$ cat config.mk
export PLATFORM = sky130hd
export DESIGN_NAME = registration_top
export DESIGN_NICKNAME = d
export VERILOG_FILES = /design/src/rtl/tracker_pkg.sv /design/src/rtl/feature_scoreboard.sv /design/src/rtl/lane_distance_pe.sv /design/src/rtl/match_selector.sv /design/src/rtl/registration_top.sv /design/src/rtl/scan_sequencer.sv
export VERILOG_INCLUDE_DIRS = /design/src /design/src/rtl
export SDC_FILE = /design/constraint.sdc
export NUM_CORES = 1
export LEC_CHECK = 0
export ABC_AREA = 0
export BUFFER_PORTS_ARGS = -buffer_cell sky130_fd_sc_hd__buf_2
export CAP_MARGIN = 20
export CORE_MARGIN = 5
export CORE_UTILIZATION = 35
export DETAILED_ROUTE_END_ITERATION = 10
export REMOVE_ABC_BUFFERS = 1
export SYNTH_ARGS = -nofsm -noshare
export SYNTH_HDL_FRONTEND = slang
export SYNTH_SLANG_ARGS = --single-unit
$ cat constraint.sdc
create_clock -name clk -period 4.55 [get_ports clk]
set_input_delay 0.91 -clock clk [delete_from_list [all_inputs] [get_ports clk]]
set_output_delay 0.91 -clock clk [all_outputs]
set_load 0.02 [all_outputs]
$ cat src/rtl/tracker_params.svh
`ifndef TRACKER_PARAMS_SVH
`define TRACKER_PARAMS_SVH

// --------------------
// feature word shape
// --------------------

// lanes per feature word
`define FEAT_LANES 4

// bits per lane, unsigned
`define LANE_W 8

// --------------------
// scoreboard sizing
// --------------------

// rows held within one frame
`define MAX_ROWS 8

// row index width, log2 of MAX_ROWS
`define ROW_W 3

// summed distance, four lanes of 8 bits max 1020
`define SCORE_W 10

// highest summed distance still counted as the same object
`define MATCH_THRESH 24

`endif

$ cat src/rtl/tracker_pkg.sv
`include "tracker_params.svh"

package tracker_pkg;

	// --------------------
	// datapath types
	// --------------------

	// one unsigned lane
	typedef logic [`LANE_W-1:0] lane_t;

	// whole feature word
	// lane 0 sits in the low bits
	typedef lane_t [`FEAT_LANES-1:0] feature_t;

	// scoreboard row index
	typedef logic [`ROW_W-1:0] row_t;

	// summed lane distance
	typedef logic [`SCORE_W-1:0] score_t;

	// --------------------
	// sequencer FSM
	// --------------------

	// IDLE waits for a strobe, SCAN drives read addresses,
	// DRAIN waits on the selector, WRITE does the write-back
	typedef enum logic [1:0] {IDLE, SCAN, DRAIN, WRITE} seq_state_t;

endpackage
$ cat src/rtl/feature_scoreboard.sv
`timescale 1ns/1ns
`include "tracker_params.svh"

module feature_scoreboard (
	input  logic                  clk,
	input  logic                  reset_N,
	// frame boundary from core
	input  logic                  ready_new_frame,
	// sequencer side
	input  logic                  we,
	input  tracker_pkg::row_t     addr,
	input  tracker_pkg::feature_t data_in,
	// towards lane engines
	output tracker_pkg::feature_t data_out
);

	import tracker_pkg::*;

	// --------------------
	// row storage
	// --------------------

	// one stored feature per tracked object
	feature_t feat_rows [`MAX_ROWS];

	// whole table wiped on new frame
	always_ff @(posedge clk or negedge reset_N) begin
		if (!reset_N) begin
			feat_rows <= '{default: '0};
		end else if (ready_new_frame) begin
			feat_rows <= '{default: '0};
		end else if (we) begin
			feat_rows[addr] <= data_in;
		end
	end

	// --------------------
	// read port
	// --------------------

	// same address as the write, no read latency
	assign data_out = feat_rows[addr];

endmodule

$ cat src/rtl/lane_distance_pe.sv
`timescale 1ns/1ns

module lane_distance_pe (
	input  logic               clk,
	input  logic               reset_N,
	// lane of the latched detection
	input  tracker_pkg::lane_t det_lane,
	// same lane of the row being scanned
	input  tracker_pkg::lane_t row_lane,
	// registered distance, one cycle behind the inputs
	output tracker_pkg::lane_t lane_dist
);

	import tracker_pkg::*;

	// --------------------
	// absolute difference
	// --------------------

	lane_t abs_diff;

	// unsigned lanes, subtract the smaller from the larger
	always_comb begin
		if (det_lane >= row_lane) begin
			abs_diff = det_lane - row_lane;
		end else begin
			abs_diff = row_lane - det_lane;
		end
	end

	always_ff @(posedge clk or negedge reset_N) begin
		if (!reset_N) begin
			lane_dist <= '0;
		end else begin
			lane_dist <= abs_diff;
		end
	end

endmodule

$ cat src/rtl/match_selector.sv
`timescale 1ns/1ns
`include "tracker_params.svh"

module match_selector (
	input  logic                clk,
	input  logic                reset_N,
	// scan markers already aligned with lane_dist
	input  logic                scan_first,
	input  logic                scan_last,
	input  tracker_pkg::row_t   scan_row,
	// one registered distance per lane
	input  tracker_pkg::lane_t  lane_dist [`FEAT_LANES],
	// best match over the scan
	output logic                sel_done,
	output logic                sel_hit,
	output tracker_pkg::row_t   sel_row,
	output tracker_pkg::score_t sel_score
);

	import tracker_pkg::*;

	// --------------------
	// lane sum
	// --------------------

	score_t lane_sum;
	score_t min_score;
	row_t   min_row;
	score_t cand_score;
	row_t   cand_row;

	always_comb begin
		lane_sum = '0;
		for (int i = 0; i < `FEAT_LANES; i++) begin
			lane_sum = lane_sum + score_t'(lane_dist[i]);
		end
	end

	// --------------------
	// running minimum
	// --------------------

	// strictly smaller only so the lowest row wins a tie
	always_comb begin
		if (scan_first || (lane_sum < min_score)) begin
			cand_score = lane_sum;
			cand_row   = scan_row;
		end else begin
			cand_score = min_score;
			cand_row   = min_row;
		end
	end

	always_ff @(posedge clk or negedge reset_N) begin
		if (!reset_N) begin
			sel_done <= 1'b0;
		end else begin
			sel_done <= scan_last;
		end
	end

	always_ff @(posedge clk) begin
		// scan_first restarts the minimum at each scan
		min_score <= cand_score;
		min_row   <= cand_row;
		// last sample already folded into the candidate
		if (scan_last) begin
			sel_score <= cand_score;
			sel_row   <= cand_row;
			sel_hit   <= (cand_score <= score_t'(`MATCH_THRESH));
		end
	end

endmodule

$ cat src/rtl/registration_top.sv
`timescale 1ns/1ns
`include "tracker_params.svh"

module registration_top (
	input  logic                  clk,
	input  logic                  reset_N,
	input  logic                  det_valid,
	input  tracker_pkg::feature_t det_feature,
	input  logic                  ready_new_frame,
	output logic                  res_valid,
	output tracker_pkg::row_t     res_id,
	output logic                  res_new,
	output logic                  res_drop,
	output tracker_pkg::score_t   res_score,
	output logic                  det_overrun
);

	import tracker_pkg::*;

	// --------------------
	// internal wires
	// --------------------

	// scoreboard port
	row_t     sb_addr;
	logic     sb_we;
	feature_t sb_data;
	feature_t det_latched;

	// scan markers
	logic     scan_first;
	logic     scan_last;
	row_t     scan_row;

	// engine outputs
	lane_t    lane_dist [`FEAT_LANES];

	// selector result
	logic     sel_done;
	logic     sel_hit;
	row_t     sel_row;
	score_t   sel_score;

	// --------------------
	// instances
	// --------------------

	feature_scoreboard u_scoreboard (
		.clk             (clk),
		.reset_N         (reset_N),
		.ready_new_frame (ready_new_frame),
		.we              (sb_we),
		.addr            (sb_addr),
		.data_in         (det_latched),
		.data_out        (sb_data)
	);

	scan_sequencer u_sequencer (
		.clk             (clk),
		.reset_N         (reset_N),
		.det_valid       (det_valid),
		.det_feature     (det_feature),
		.ready_new_frame (ready_new_frame),
		.sel_done        (sel_done),
		.sel_hit         (sel_hit),
		.sel_row         (sel_row),
		.sel_score       (sel_score),
		.sb_addr         (sb_addr),
		.sb_we           (sb_we),
		.det_latched     (det_latched),
		.scan_first      (scan_first),
		.scan_last       (scan_last),
		.scan_row        (scan_row),
		.res_valid       (res_valid),
		.res_id          (res_id),
		.res_new         (res_new),
		.res_drop        (res_drop),
		.res_score       (res_score),
		.det_overrun     (det_overrun)
	);

	// one engine per lane
	for (genvar i = 0; i < `FEAT_LANES; i++) begin : g_lane
		lane_distance_pe u_pe (
			.clk       (clk),
			.reset_N   (reset_N),
			.det_lane  (det_latched[i]),
			.row_lane  (sb_data[i]),
			.lane_dist (lane_dist[i])
		);
	end

	match_selector u_selector (
		.clk        (clk),
		.reset_N    (reset_N),
		.scan_first (scan_first),
		.scan_last  (scan_last),
		.scan_row   (scan_row),
		.lane_dist  (lane_dist),
		.sel_done   (sel_done),
		.sel_hit    (sel_hit),
		.sel_row    (sel_row),
		.sel_score  (sel_score)
	);

endmodule

$ cat src/rtl/scan_sequencer.sv
`timescale 1ns/1ns
`include "tracker_params.svh"

module scan_sequencer (
	input  logic                  clk,
	input  logic                  reset_N,
	// detection input
	input  logic                  det_valid,
	input  tracker_pkg::feature_t det_feature,
	input  logic                  ready_new_frame,
	// match selector result
	input  logic                  sel_done,
	input  logic                  sel_hit,
	input  tracker_pkg::row_t     sel_row,
	input  tracker_pkg::score_t   sel_score,
	// scoreboard access
	output tracker_pkg::row_t     sb_addr,
	output logic                  sb_we,
	output tracker_pkg::feature_t det_latched,
	// scan markers, aligned with engine outputs
	output logic                  scan_first,
	output logic                  scan_last,
	output tracker_pkg::row_t     scan_row,
	// result report
	output logic                  res_valid,
	output tracker_pkg::row_t     res_id,
	output logic                  res_new,
	output logic                  res_drop,
	output tracker_pkg::score_t   res_score,
	output logic                  det_overrun
);

	import tracker_pkg::*;

	// --------------------
	// state
	// --------------------

	seq_state_t       state;
	// occupied rows, one extra bit so a full table is representable
	logic [`ROW_W:0]  row_count;
	row_t             scan_idx;

	logic             table_full;
	logic             scan_first_c;
	logic             scan_last_c;

	// outcome chosen on sel_done
	row_t             nxt_id;
	logic             nxt_new;
	logic             nxt_drop;

	assign table_full = (row_count == (`ROW_W+1)'(`MAX_ROWS));

	// markers before the one-cycle delay
	assign scan_first_c = (state == SCAN) && (scan_idx == '0);
	assign scan_last_c  = (state == SCAN) && ({1'b0, scan_idx} == row_count - 1'b1);

	// --------------------
	// outcome decision
	// --------------------

	always_comb begin
		nxt_id   = sel_row;
		nxt_new  = 1'b0;
		nxt_drop = 1'b0;
		if (!sel_hit) begin
			// no free row, report nearest row id with drop set
			if (table_full) begin
				nxt_drop = 1'b1;
			end else begin
				// next free row sits right after the occupied ones
				nxt_id  = row_count[`ROW_W-1:0];
				nxt_new = 1'b1;
			end
		end
	end

	// --------------------
	// control FSM
	// --------------------

	always_ff @(posedge clk or negedge reset_N) begin
		if (!reset_N) begin
			state       <= IDLE;
			row_count   <= '0;
			scan_idx    <= '0;
			scan_first  <= 1'b0;
			scan_last   <= 1'b0;
			scan_row    <= '0;
			res_valid   <= 1'b0;
			res_new     <= 1'b0;
			res_drop    <= 1'b0;
			det_overrun <= 1'b0;
		end else begin
			res_valid   <= 1'b0;
			// strobe outside IDLE is dropped and flagged
			det_overrun <= det_valid && (state != IDLE);
			// delay markers to meet the registered lane distances
			scan_first  <= scan_first_c;
			scan_last   <= scan_last_c;
			scan_row    <= scan_idx;
			case (state)
				IDLE: begin
					// frame clear wins over a same-cycle detection
					if (ready_new_frame) begin
						row_count <= '0;
					end else if (det_valid) begin
						scan_idx <= '0;
						if (row_count == '0) begin
							// empty table, straight to write-back of row 0
							state     <= WRITE;
							res_valid <= 1'b1;
							res_new   <= 1'b1;
							res_drop  <= 1'b0;
						end else begin
							state <= SCAN;
						end
					end
				end
				SCAN: begin
					if (scan_last_c) begin
						state <= DRAIN;
					end else begin
						scan_idx <= scan_idx + 1'b1;
					end
				end
				DRAIN: begin
					// engine and selector pipeline still emptying
					if (sel_done) begin
						state     <= WRITE;
						res_valid <= 1'b1;
						res_new   <= nxt_new;
						res_drop  <= nxt_drop;
					end
				end
				WRITE: begin
					if (res_new) begin
						row_count <= row_count + 1'b1;
					end
					state <= IDLE;
				end
				default: state <= IDLE;
			endcase
		end
	end

	// --------------------
	// payload registers
	// --------------------

	always_ff @(posedge clk) begin
		if ((state == IDLE) && det_valid && !ready_new_frame) begin
			det_latched <= det_feature;
			// no rows to compare against
			res_id      <= '0;
			res_score   <= '0;
		end
		if ((state == DRAIN) && sel_done) begin
			res_id    <= nxt_id;
			res_score <= sel_score;
		end
	end

	// --------------------
	// scoreboard access
	// --------------------

	// write-back uses the reported id, scan uses the walk index
	assign sb_addr = (state == WRITE) ? res_id : scan_idx;
	// a drop leaves the table untouched
	assign sb_we   = (state == WRITE) && !res_drop;

endmodule

==> out/metrics.yaml, run 1 <==
power_and_ir_drop:
  p_total_mw: 7.042
  p_leak_nw: 9.813
  power.density_nw_per_um2: 306.8
  ir_drop_v: 0.0002845
logic_synthesis:
  syn_area_um2: 19960
  ys.flop_type: "dfrtp_1"
  synth-edff-count: 59
  synth_top_area_share_pct: 38.49
  yosys.area.top_type: "dfrtp_1"
  ys_warn_count: 0
  synthArstFlopShare_pct: 81.00
  synthTopCellsByArea: "dfrtp_1, nand2_1, edfxtp_1"
  yosysSeqAreaShare_pct: 48.67
  ys_seq_elements: 379
  synth_commonest_cells: "nand2_1, dfrtp_1, a21oi_1"
  yosysUniqueCellTypes: 78
  yosysMostFrequentCell: "nand2_1"
  syn_area_per_cell_um2: 9.219
  syn_inst: 2165
timing:
  fin_worst_skew_ns: 0.02000
  final_max_slew_viol_count: 0
  finalWorstSetupSlack_ns: -0.1050
  worst_pin_slew_ns: 1.066
  fmax_ghz: 0.2148
  fin_crit_ns: 4.655
  relSlewSlack_pct: 28.94
  rsz0062_at_grt: "yes"
  setup_tns_ns: -0.9495
  fin_crit_sh_pct: 102.3
  hold_violations: 0
  finalSetupViolCount: 12
global_routing:
  grt_overflow: 0
  grt_pass1_vias: 16250
  grt_max_degree: 102
  grt_pass1_wl_um: 96500
  grt_usage_pct: 19.53
  antenna_found_initial: 1
placed_design:
  io_buffer_count: 52
  finalWeightedCongestion: 0.9192
  dpl.hpwl_um: 40060
detailed_routing:
  final_antenna_net_count: 0
  drt_iter0_markers: 1827
  wl_per_cell_um: 20.76
  viasPerCell: 5.430
  post-route-drc-count: 0
  vias: 16260
  first_pass_iters: 6
  routed_wl_um: 62170
floorplan:
  row_count: 87
  coreArea_um2: 56500
  start_util_pct: 35.33
  die_area_um2: 61900
  die_y_um: 248.8
  num_io_pins: 53
  fp.dieW_um: 248.8
flow_run:
  drv_cap: 0
critical_path:
  crit_type: "reg -> reg"
  r2r_cells: 19
  max_stage_delay_ns: 0.53
  crit_chain: "ha_2 > inv_2 > fa_2 > fa_1 > inv_2 > ha_4 > fa_2 > a211o_1 > a21o_1 > a211oi_2 > nor2_2 > ha_4 > o21ai_2 > o21bai_1 > a21oi_1 > a311oi_2 > buf_4 > clkbuf_16 > mux2_4"
  r2r_slack_ns: -0.10
  critPathSlowestCell: "fa_1"
  r2r-end: "u_selector.sel_score[1]"
  cp_max_fo: 6
  end_kind: "register"
  rr_startpoint: "g_lane[0].u_pe.lane_dist[0]"
  startpoint_type: "register"
  cp.depth: 19
  worstPathRequired_ns: 4.85
  worst-path-buf-inv: 4
  arrival_ns: 4.96
  critPathTopFamily: "adder cells"
status:
  status: "finished, violations left"
  violations: "negative setup slack"
finish:
  area_growth_pct: 15.00
  layout-drive-gt1-share_pct: 13.00
  final_nets: 2353
  fillers: 5490
  regArea_um2: 9714
  multiInputGateArea_um2: 9263
  utilization_pct: 40.63
  antenna_cells: 0
cts:
  clkTransAtPathRegs_ns: 0.06
  cts_tree: "done"
  clock_latency_ns: 0.57
  cts_max_level: 2
  cts_buffers: 44
  hold_buffers: 0
  cts_root_buffer: "clkbuf_16"
  cts_max_path_buffers: 3
  numClockSinks: 379
worst_hold_path:
  hp-class: "in -> async"
-- layout make-up --
cell class / count / share of cell area (%)
clock buffers: 54 / 5.140
clock inverters: 25 / 0.9757
inverters: 110 / 1.799
multi-input cells: 1512 / 40.35
flip-flops and latches: 379 / 42.32
well taps: 756 / 4.121
repair buffers: 159 / 5.288
-- worst register-to-register path: stages, from the launching register on --
cell and delay, ns:
dfrtp_1 0.37, ha_2 0.19, inv_2 0.05, fa_2 0.44
fa_1 0.53, inv_2 0.05, ha_4 0.16, fa_2 0.38
a211o_1 0.28, a21o_1 0.19, a211oi_2 0.24, nor2_2 0.08
ha_4 0.28, o21ai_2 0.05, o21bai_1 0.14, a21oi_1 0.09
a311oi_2 0.27, buf_4 0.17, clkbuf_16 0.14, mux2_4 0.30
-- metrics by stage --
stage / hold WS (ns) / instances / setup slack (ns) / instance area [um^2]
6_report: 0.3629 / 2995 / -0.1050 / 22950
5_1_grt: 0.4340 / 2995 / -0.2933 / 22950
4_1_cts: 0.3917 / 2992 / -0.1328 / 22860
3_5_place_dp: 0.4607 / 2910 / -0.2030 / 21360
3_3_place_gp: 0.4528 / 2910 / -0.1716 / 21360
2_1_floorplan: 0.4461 / 2001 / -0.3967 / 19230
-- where the power goes --
part           switching [mW]  total, mW  internal [mW]
sequential           0.000108       3.44           3.44
clock                    1.42       3.48           2.06
combinational           0.102      0.122         0.0204
-- kinds of logic after synthesis --
logic type / synth area share [%]
buf+inv: 5.711
flops: 48.67
fa+ha+maj: 7.635
mux: 1.874
compound gates: 18.43
xor+xnor: 1.668
simple gates: 16.01
-- metal layers --
layer / track usage, % / vias to the layer above / wire length (um)
met4: 7.031 / 0 / 2223
met2: 31.74 / 627 / 29070
met3: 3.821 / 131 / 4718
li1: - / 7496 / -
met5: 0 / - / 0
met1: 26.12 / 8008 / 26160
-- repair_timing --
| item | in CTS | in global routing |
|---|---|---|
| gates cloned | 1 | 0 |
| setup buffers | 2 | 4 |
| pin swaps | 10 | 24 |
| setup endpoints to repair | 24 | 47 |
| gates resized for setup | 21 | 21 |
| endpoints found under the hold margin | 0 | 0 |
-- how the worst max path moves through the flow --
stage,startpoint,to,slack [ns]
6_report,g_lane[0].u_pe.lane_dist[0],u_selector.sel_score[1],-0.10
3_3_place_gp,g_lane[0].u_pe.lane_dist[0],u_selector.sel_score[0],-0.17
3_5_place_dp,g_lane[0].u_pe.lane_dist[0],u_selector.sel_score[9],-0.20
2_1_floorplan,g_lane[0].u_pe.lane_dist[0],u_selector.sel_score[0],-0.40
4_1_cts,g_lane[1].u_pe.lane_dist[0],u_selector.sel_score[5],-0.13
5_1_grt,g_lane[0].u_pe.lane_dist[0],u_selector.sel_row[0],-0.29
-- cell usage in the layout (no fill, tap or decap), drive strengths merged, types with 15 or more instances in the layout --
master and n:
nand2 589, dfrtp 307, a21oi 300, buf 158, inv 110, ha 93
edfxtp 59, clkbuf 55, o21ai 54, a22oi 52, nor2 40, nand2b 26
and3 25, a222oi 23, a22o 22, xor2 21, mux2i 20, a31oi 18
fa 18, clkinv 18, xnor2 17, nor2b 15
-- state kept, by name, summed over array words and instances (netlist names), 2 cells and up --
name / cells
u_sequencer.res_score: 10
g_lane.u_pe.lane_dist: 32
u_selector.min_row: 3
u_sequencer.state: 2
u_selector.sel_row: 3
u_sequencer.scan_idx: 3
u_sequencer.scan_row: 3
u_scoreboard.feat_rows: 256
u_sequencer.row_count: 4
u_sequencer.det_latched: 32
u_sequencer.res_id: 3
u_selector.sel_score: 10
u_selector.min_score: 10
Power figures use the tool's default switching activity.
==> run 2, diff against run 1 <==
--- a/config.mk
+++ b/config.mk
@@ -15,4 +15,5 @@
 export REMOVE_ABC_BUFFERS = 1
 export SYNTH_ARGS = -nofsm -noshare
 export SYNTH_HDL_FRONTEND = slang
+export SYNTH_HIERARCHICAL = 1
 export SYNTH_SLANG_ARGS = --single-unit
==> out/metrics.yaml, run 2 <==
status:
  status: "finished, violations left"  # unchanged
  violations: "negative setup slack"  # unchanged
cts:
  cts_root_buffer: "clkbuf_16"  # unchanged
  clkTransAtPathRegs_ns: 0.06  # about the same
  hold_buffers: 0  # unchanged
  cts_max_path_buffers: 3  # unchanged
  numClockSinks: 379  # unchanged
  cts_buffers: 44  # unchanged
  cts_max_level: 2  # unchanged
  clock_latency_ns: 0.58  # was 0.57 ns
  cts_tree: "done"  # unchanged
finish:
  final_cell_mix: "nand2_1, dfrtp_1, a21oi_1"  # unchanged
  largest_register_ffs: 256  # unchanged
  largest-register: "u_scoreboard/feat_rows"  # was u_scoreboard.feat_rows
  antenna_cells: 0  # unchanged
  area_growth_pct: 13.76  # was 15.00%
  layout_commonest_cell: "nand2_1"  # unchanged
  final_nets: 2161  # was 2353
  stdcell_count: 2813  # was 2995
  biggestRegsByFlops: "u_scoreboard/feat_rows: 256 flops, g_lane.u_pe/lane_dist: 32 flops, u_sequencer/det_latched: 32 flops"  # was u_scoreboard.feat_rows: 256 flops, g_lane.u_pe.lane_dist: 32 flops, u_sequencer.det_latched: 32 flops
  layout-drive-gt1-share_pct: 16.50  # was 13.00%
logic_synthesis:
  ys.flop_type: "dfrtp_1"  # unchanged
  synthSimpleGateAreaFrac_pct: 13.80  # was 16.01%
  synth_xor_area_share_pct: 1.682  # was 1.668%
  syn_inst: 2011  # was 2165
  synthTopCellsByArea: "dfrtp_1, nand2_1, edfxtp_1"  # unchanged
  synth-edff-count: 59  # unchanged
  yosys.area.top_type: "dfrtp_1"  # unchanged
  ys_warn_count: 6  # was 0
  synthArstFlopShare_pct: 81.00  # unchanged
  yosysSeqAreaShare_pct: 47.85  # was 48.67%
  synth-compound-area-share_pct: 12.02  # was 18.43%
  yosysMostFrequentCell: "nand2_1"  # unchanged
  ys_seq_elements: 379  # unchanged
  muxShareOfSynthArea_pct: 11.36  # was 1.874%
  synth_top_family_by_area: "simple AND/OR/NAND/NOR gates"  # was compound AO/OA/AOI/OAI gates
  yosysUniqueCellTypes: 73  # was 78
  synth_top_area_share_pct: 37.84  # was 38.49%
  syn_area_um2: 20300  # was 19960 um^2
  synth_commonest_cells: "nand2_1, dfrtp_1, a21oi_1"  # unchanged
  synth_fa_ha_area_share_pct: 7.568  # was 7.635%
  syn_area_per_cell_um2: 10.10  # was 9.219 um^2
timing:
  rsz0062_at_grt: "yes"  # unchanged
  fin_crit_ns: 4.609  # was 4.655 ns
  worst_pin_slew_ns: 0.9662  # was 1.066 ns
  setup_tns_ns: -0.5113  # was -0.9495 ns
  fmax_ghz: 0.2170  # was 0.2148 GHz
  final_max_slew_viol_count: 0  # unchanged
  relSlewSlack_pct: 35.59  # was 28.94%
  finalSetupViolCount: 13  # was 12
  hold_violations: 0  # unchanged
  fin_worst_skew_ns: 0.02508  # was 0.02000 ns
  fin_crit_sh_pct: 101.3  # was 102.3%
  finalWorstSetupSlack_ns: -0.05902  # was -0.1050 ns
power_and_ir_drop:
  pwr-share-seq_pct: 48.3  # was 48.8%
  p_clk_share_pct: 50.1  # was 49.4%
  comb_power_share_pct: 1.6  # was 1.7%
  p_total_mw: 7.113  # was 7.042 mW
  p_switching_mw: 1.533  # was 1.522 mW
  p_leak_nw: 9.608  # was 9.813 nW
  power.density_nw_per_um2: 308.0  # was 306.8 nW/um^2
  ir_drop_v: 0.0002496  # was 0.0002845 V
  switching_share_pct: 21.55  # was 21.61%
  internal_power_mw: 5.580  # was 5.520 mW
critical_path:
  r2r_slack_ns: -0.06  # was -0.10 ns
  crit_chain: "ha_2 > inv_2 > fa_2 > inv_1 > fa_1 > ha_1 > fa_1 > a211oi_2 > o21bai_1 > a21oi_1 > xnor2_1 > ha_1 > a21oi_2 > nor2b_4 > o21ai_1 > o211ai_1 > nand2_1 > buf_6 > mux2_4"  # was ha_2 > inv_2 > fa_2 > fa_1 > inv_2 > ha_4 > fa_2 > a211o_1 > a21o_1 > a211oi_2 > nor2_2 > ha_4 > o21ai_2 > o21bai_1 > a21oi_1 > a311oi_2 > buf_4 > clkbuf_16 > mux2_4
  worstPathRequired_ns: 4.86  # was 4.85 ns
  critPathSlowestCell: "fa_2"  # was fa_1
  crit_type: "reg -> reg"  # unchanged
  max_stage_delay_ns: 0.51  # was 0.53 ns
  arrival_ns: 4.92  # was 4.96 ns
  r2r_cells: 19  # unchanged
  critPathTopFamily: "adder cells"  # unchanged
  cp_max_fo: 8  # was 6
  cp.depth: 19  # unchanged
  worst-path-buf-inv: 3  # was 4
  startpoint_type: "register"  # unchanged
  end_kind: "register"  # unchanged
detailed_routing:
  drt_iter0_markers: 1104  # was 1827
  final_antenna_net_count: 0  # unchanged
  wl_per_cell_um: 19.02  # was 20.76 um
  viasPerCell: 5.227  # was 5.430
  first_pass_iters: 5  # was 6
  post-route-drc-count: 0  # unchanged
  vias: 14700  # was 16260
  routed_wl_um: 53500  # was 62170 um
global_routing:
  grt_max_degree: 186  # was 102
  grt_overflow: 0  # unchanged
  grt_usage_pct: 16.69  # was 19.53%
  antenna_found_initial: 0  # was 1
  grt_pass1_vias: 15310  # was 16250
  grt_pass1_wl_um: 85060  # was 96500 um
placed_design:
  dpl_worst_slack_ns: -0.1248  # was -0.2030 ns
  dpl.hpwl_um: 33170  # was 40060 um
  finalWeightedCongestion: 0.8995  # was 0.9192
  dp_cells: 2727  # was 2910
  io_buffer_count: 52  # unchanged
floorplan:
  die_y_um: 250.8  # was 248.8 um
  num_io_pins: 53  # unchanged
  row_count: 88  # was 87
  die_area_um2: 62920  # was 61900 um^2
  coreArea_um2: 57590  # was 56500 um^2
  fp.dieW_um: 250.8  # was 248.8 um
  start_util_pct: 35.26  # was 35.33%
worst_hold_path:
  hp-class: "in -> async"  # unchanged
flow_run:
  drv_cap: 0  # unchanged
## run 2: changes by cell type in the layout (fill, tap and decap cells not counted), moves of 22 or more
cell and delta:
mux2_2 +33, a22o_1 -22, o21ai_0 -31, a222oi_1 -23, a22oi_1 -50, buf_4 -52
nand2_1 -41, mux4_2 +61
## run 2: final timing paths
path | startpoint | to
setup / recovery | g_lane[1].u_pe/lane_dist[0] | u_selector/sel_score[1]
hold / removal | reset_N | g_lane[3].u_pe/lane_dist[6]
setup reg to reg | g_lane[1].u_pe/lane_dist[0] | u_selector/sel_score[1]
hold reg to reg | u_selector/min_row[2] | u_selector/min_row[2]
max in group asynchronous | reset_N | u_scoreboard/feat_rows[75]
min in group clk | u_selector/min_row[2] | u_selector/min_row[2]
## run 2: layout make-up
type	count	area (um^2)
repair buffers	116	989.7
multi-input cells	1381	9622
clock buffers	66	1316
fillers	5549	34490
flip-flops and latches	379	9714
clock inverters	15	153.9
inverters	91	341.6
well taps	765	957.2
## run 2: cell families (layout without fill, tap and decap cells)
group / after synthesis / in the layout
mux: 143 / 143
buf+inv: 251 / 288
compound gates: 421 / 421
xor+xnor: 39 / 39
fa+ha+maj: 112 / 112
simple gates: 666 / 666
flops: 379 / 379
## run 2: what timing repair did
| action | CTS | global route |
|---|---|---|
| endpoints found under the hold margin | 0 | 0 |
| pin swaps | 4 | 21 |
| setup endpoints to repair | 13 | 27 |
| gates resized for setup | 7 | 30 |
| cloned | 0 | 0 |
| setup buffers | 1 | 4 |
## run 2: power groups by stage
stage | clock network, mW | registers [mW] | logic, mW
floorplan | 0 | 3.50 | 0.00115
global placement | 0 | 3.50 | 0.116
detailed placement | 0 | 3.50 | 0.118
CTS | 3.66 | 3.44 | 0.118
global route | 3.81 | 3.44 | 0.132
finish | 3.56 | 3.44 | 0.114
## run 2: metrics by stage
step           util (%)  hold WS (ns)  cell area, um^2
2_1_floorplan         -        0.4298            19480
3_3_place_gp      37.25        0.4562            21450
3_5_place_dp      37.25        0.4670            21450
4_1_cts           39.87        0.3565            22960
5_1_grt           40.11        0.3847            23090
6_report          40.11        0.3119            23090
## run 2: per-layer routing
| layer | vias up | wire, um | part of all wire, % | track usage (%) |
|---|---|---|---|---|
| met1 | 7367 | 23410 | 44 | 22.33 |
| met4 | 0 | 1287 | 2.4 | 4.553 |
| met2 | 393 | 25860 | 48 | 27.93 |
| met3 | 96 | 2941 | 5.5 | 3.280 |
| li1 | 6847 | - | - | - |
| met5 | - | 0 | 0 | 0 |
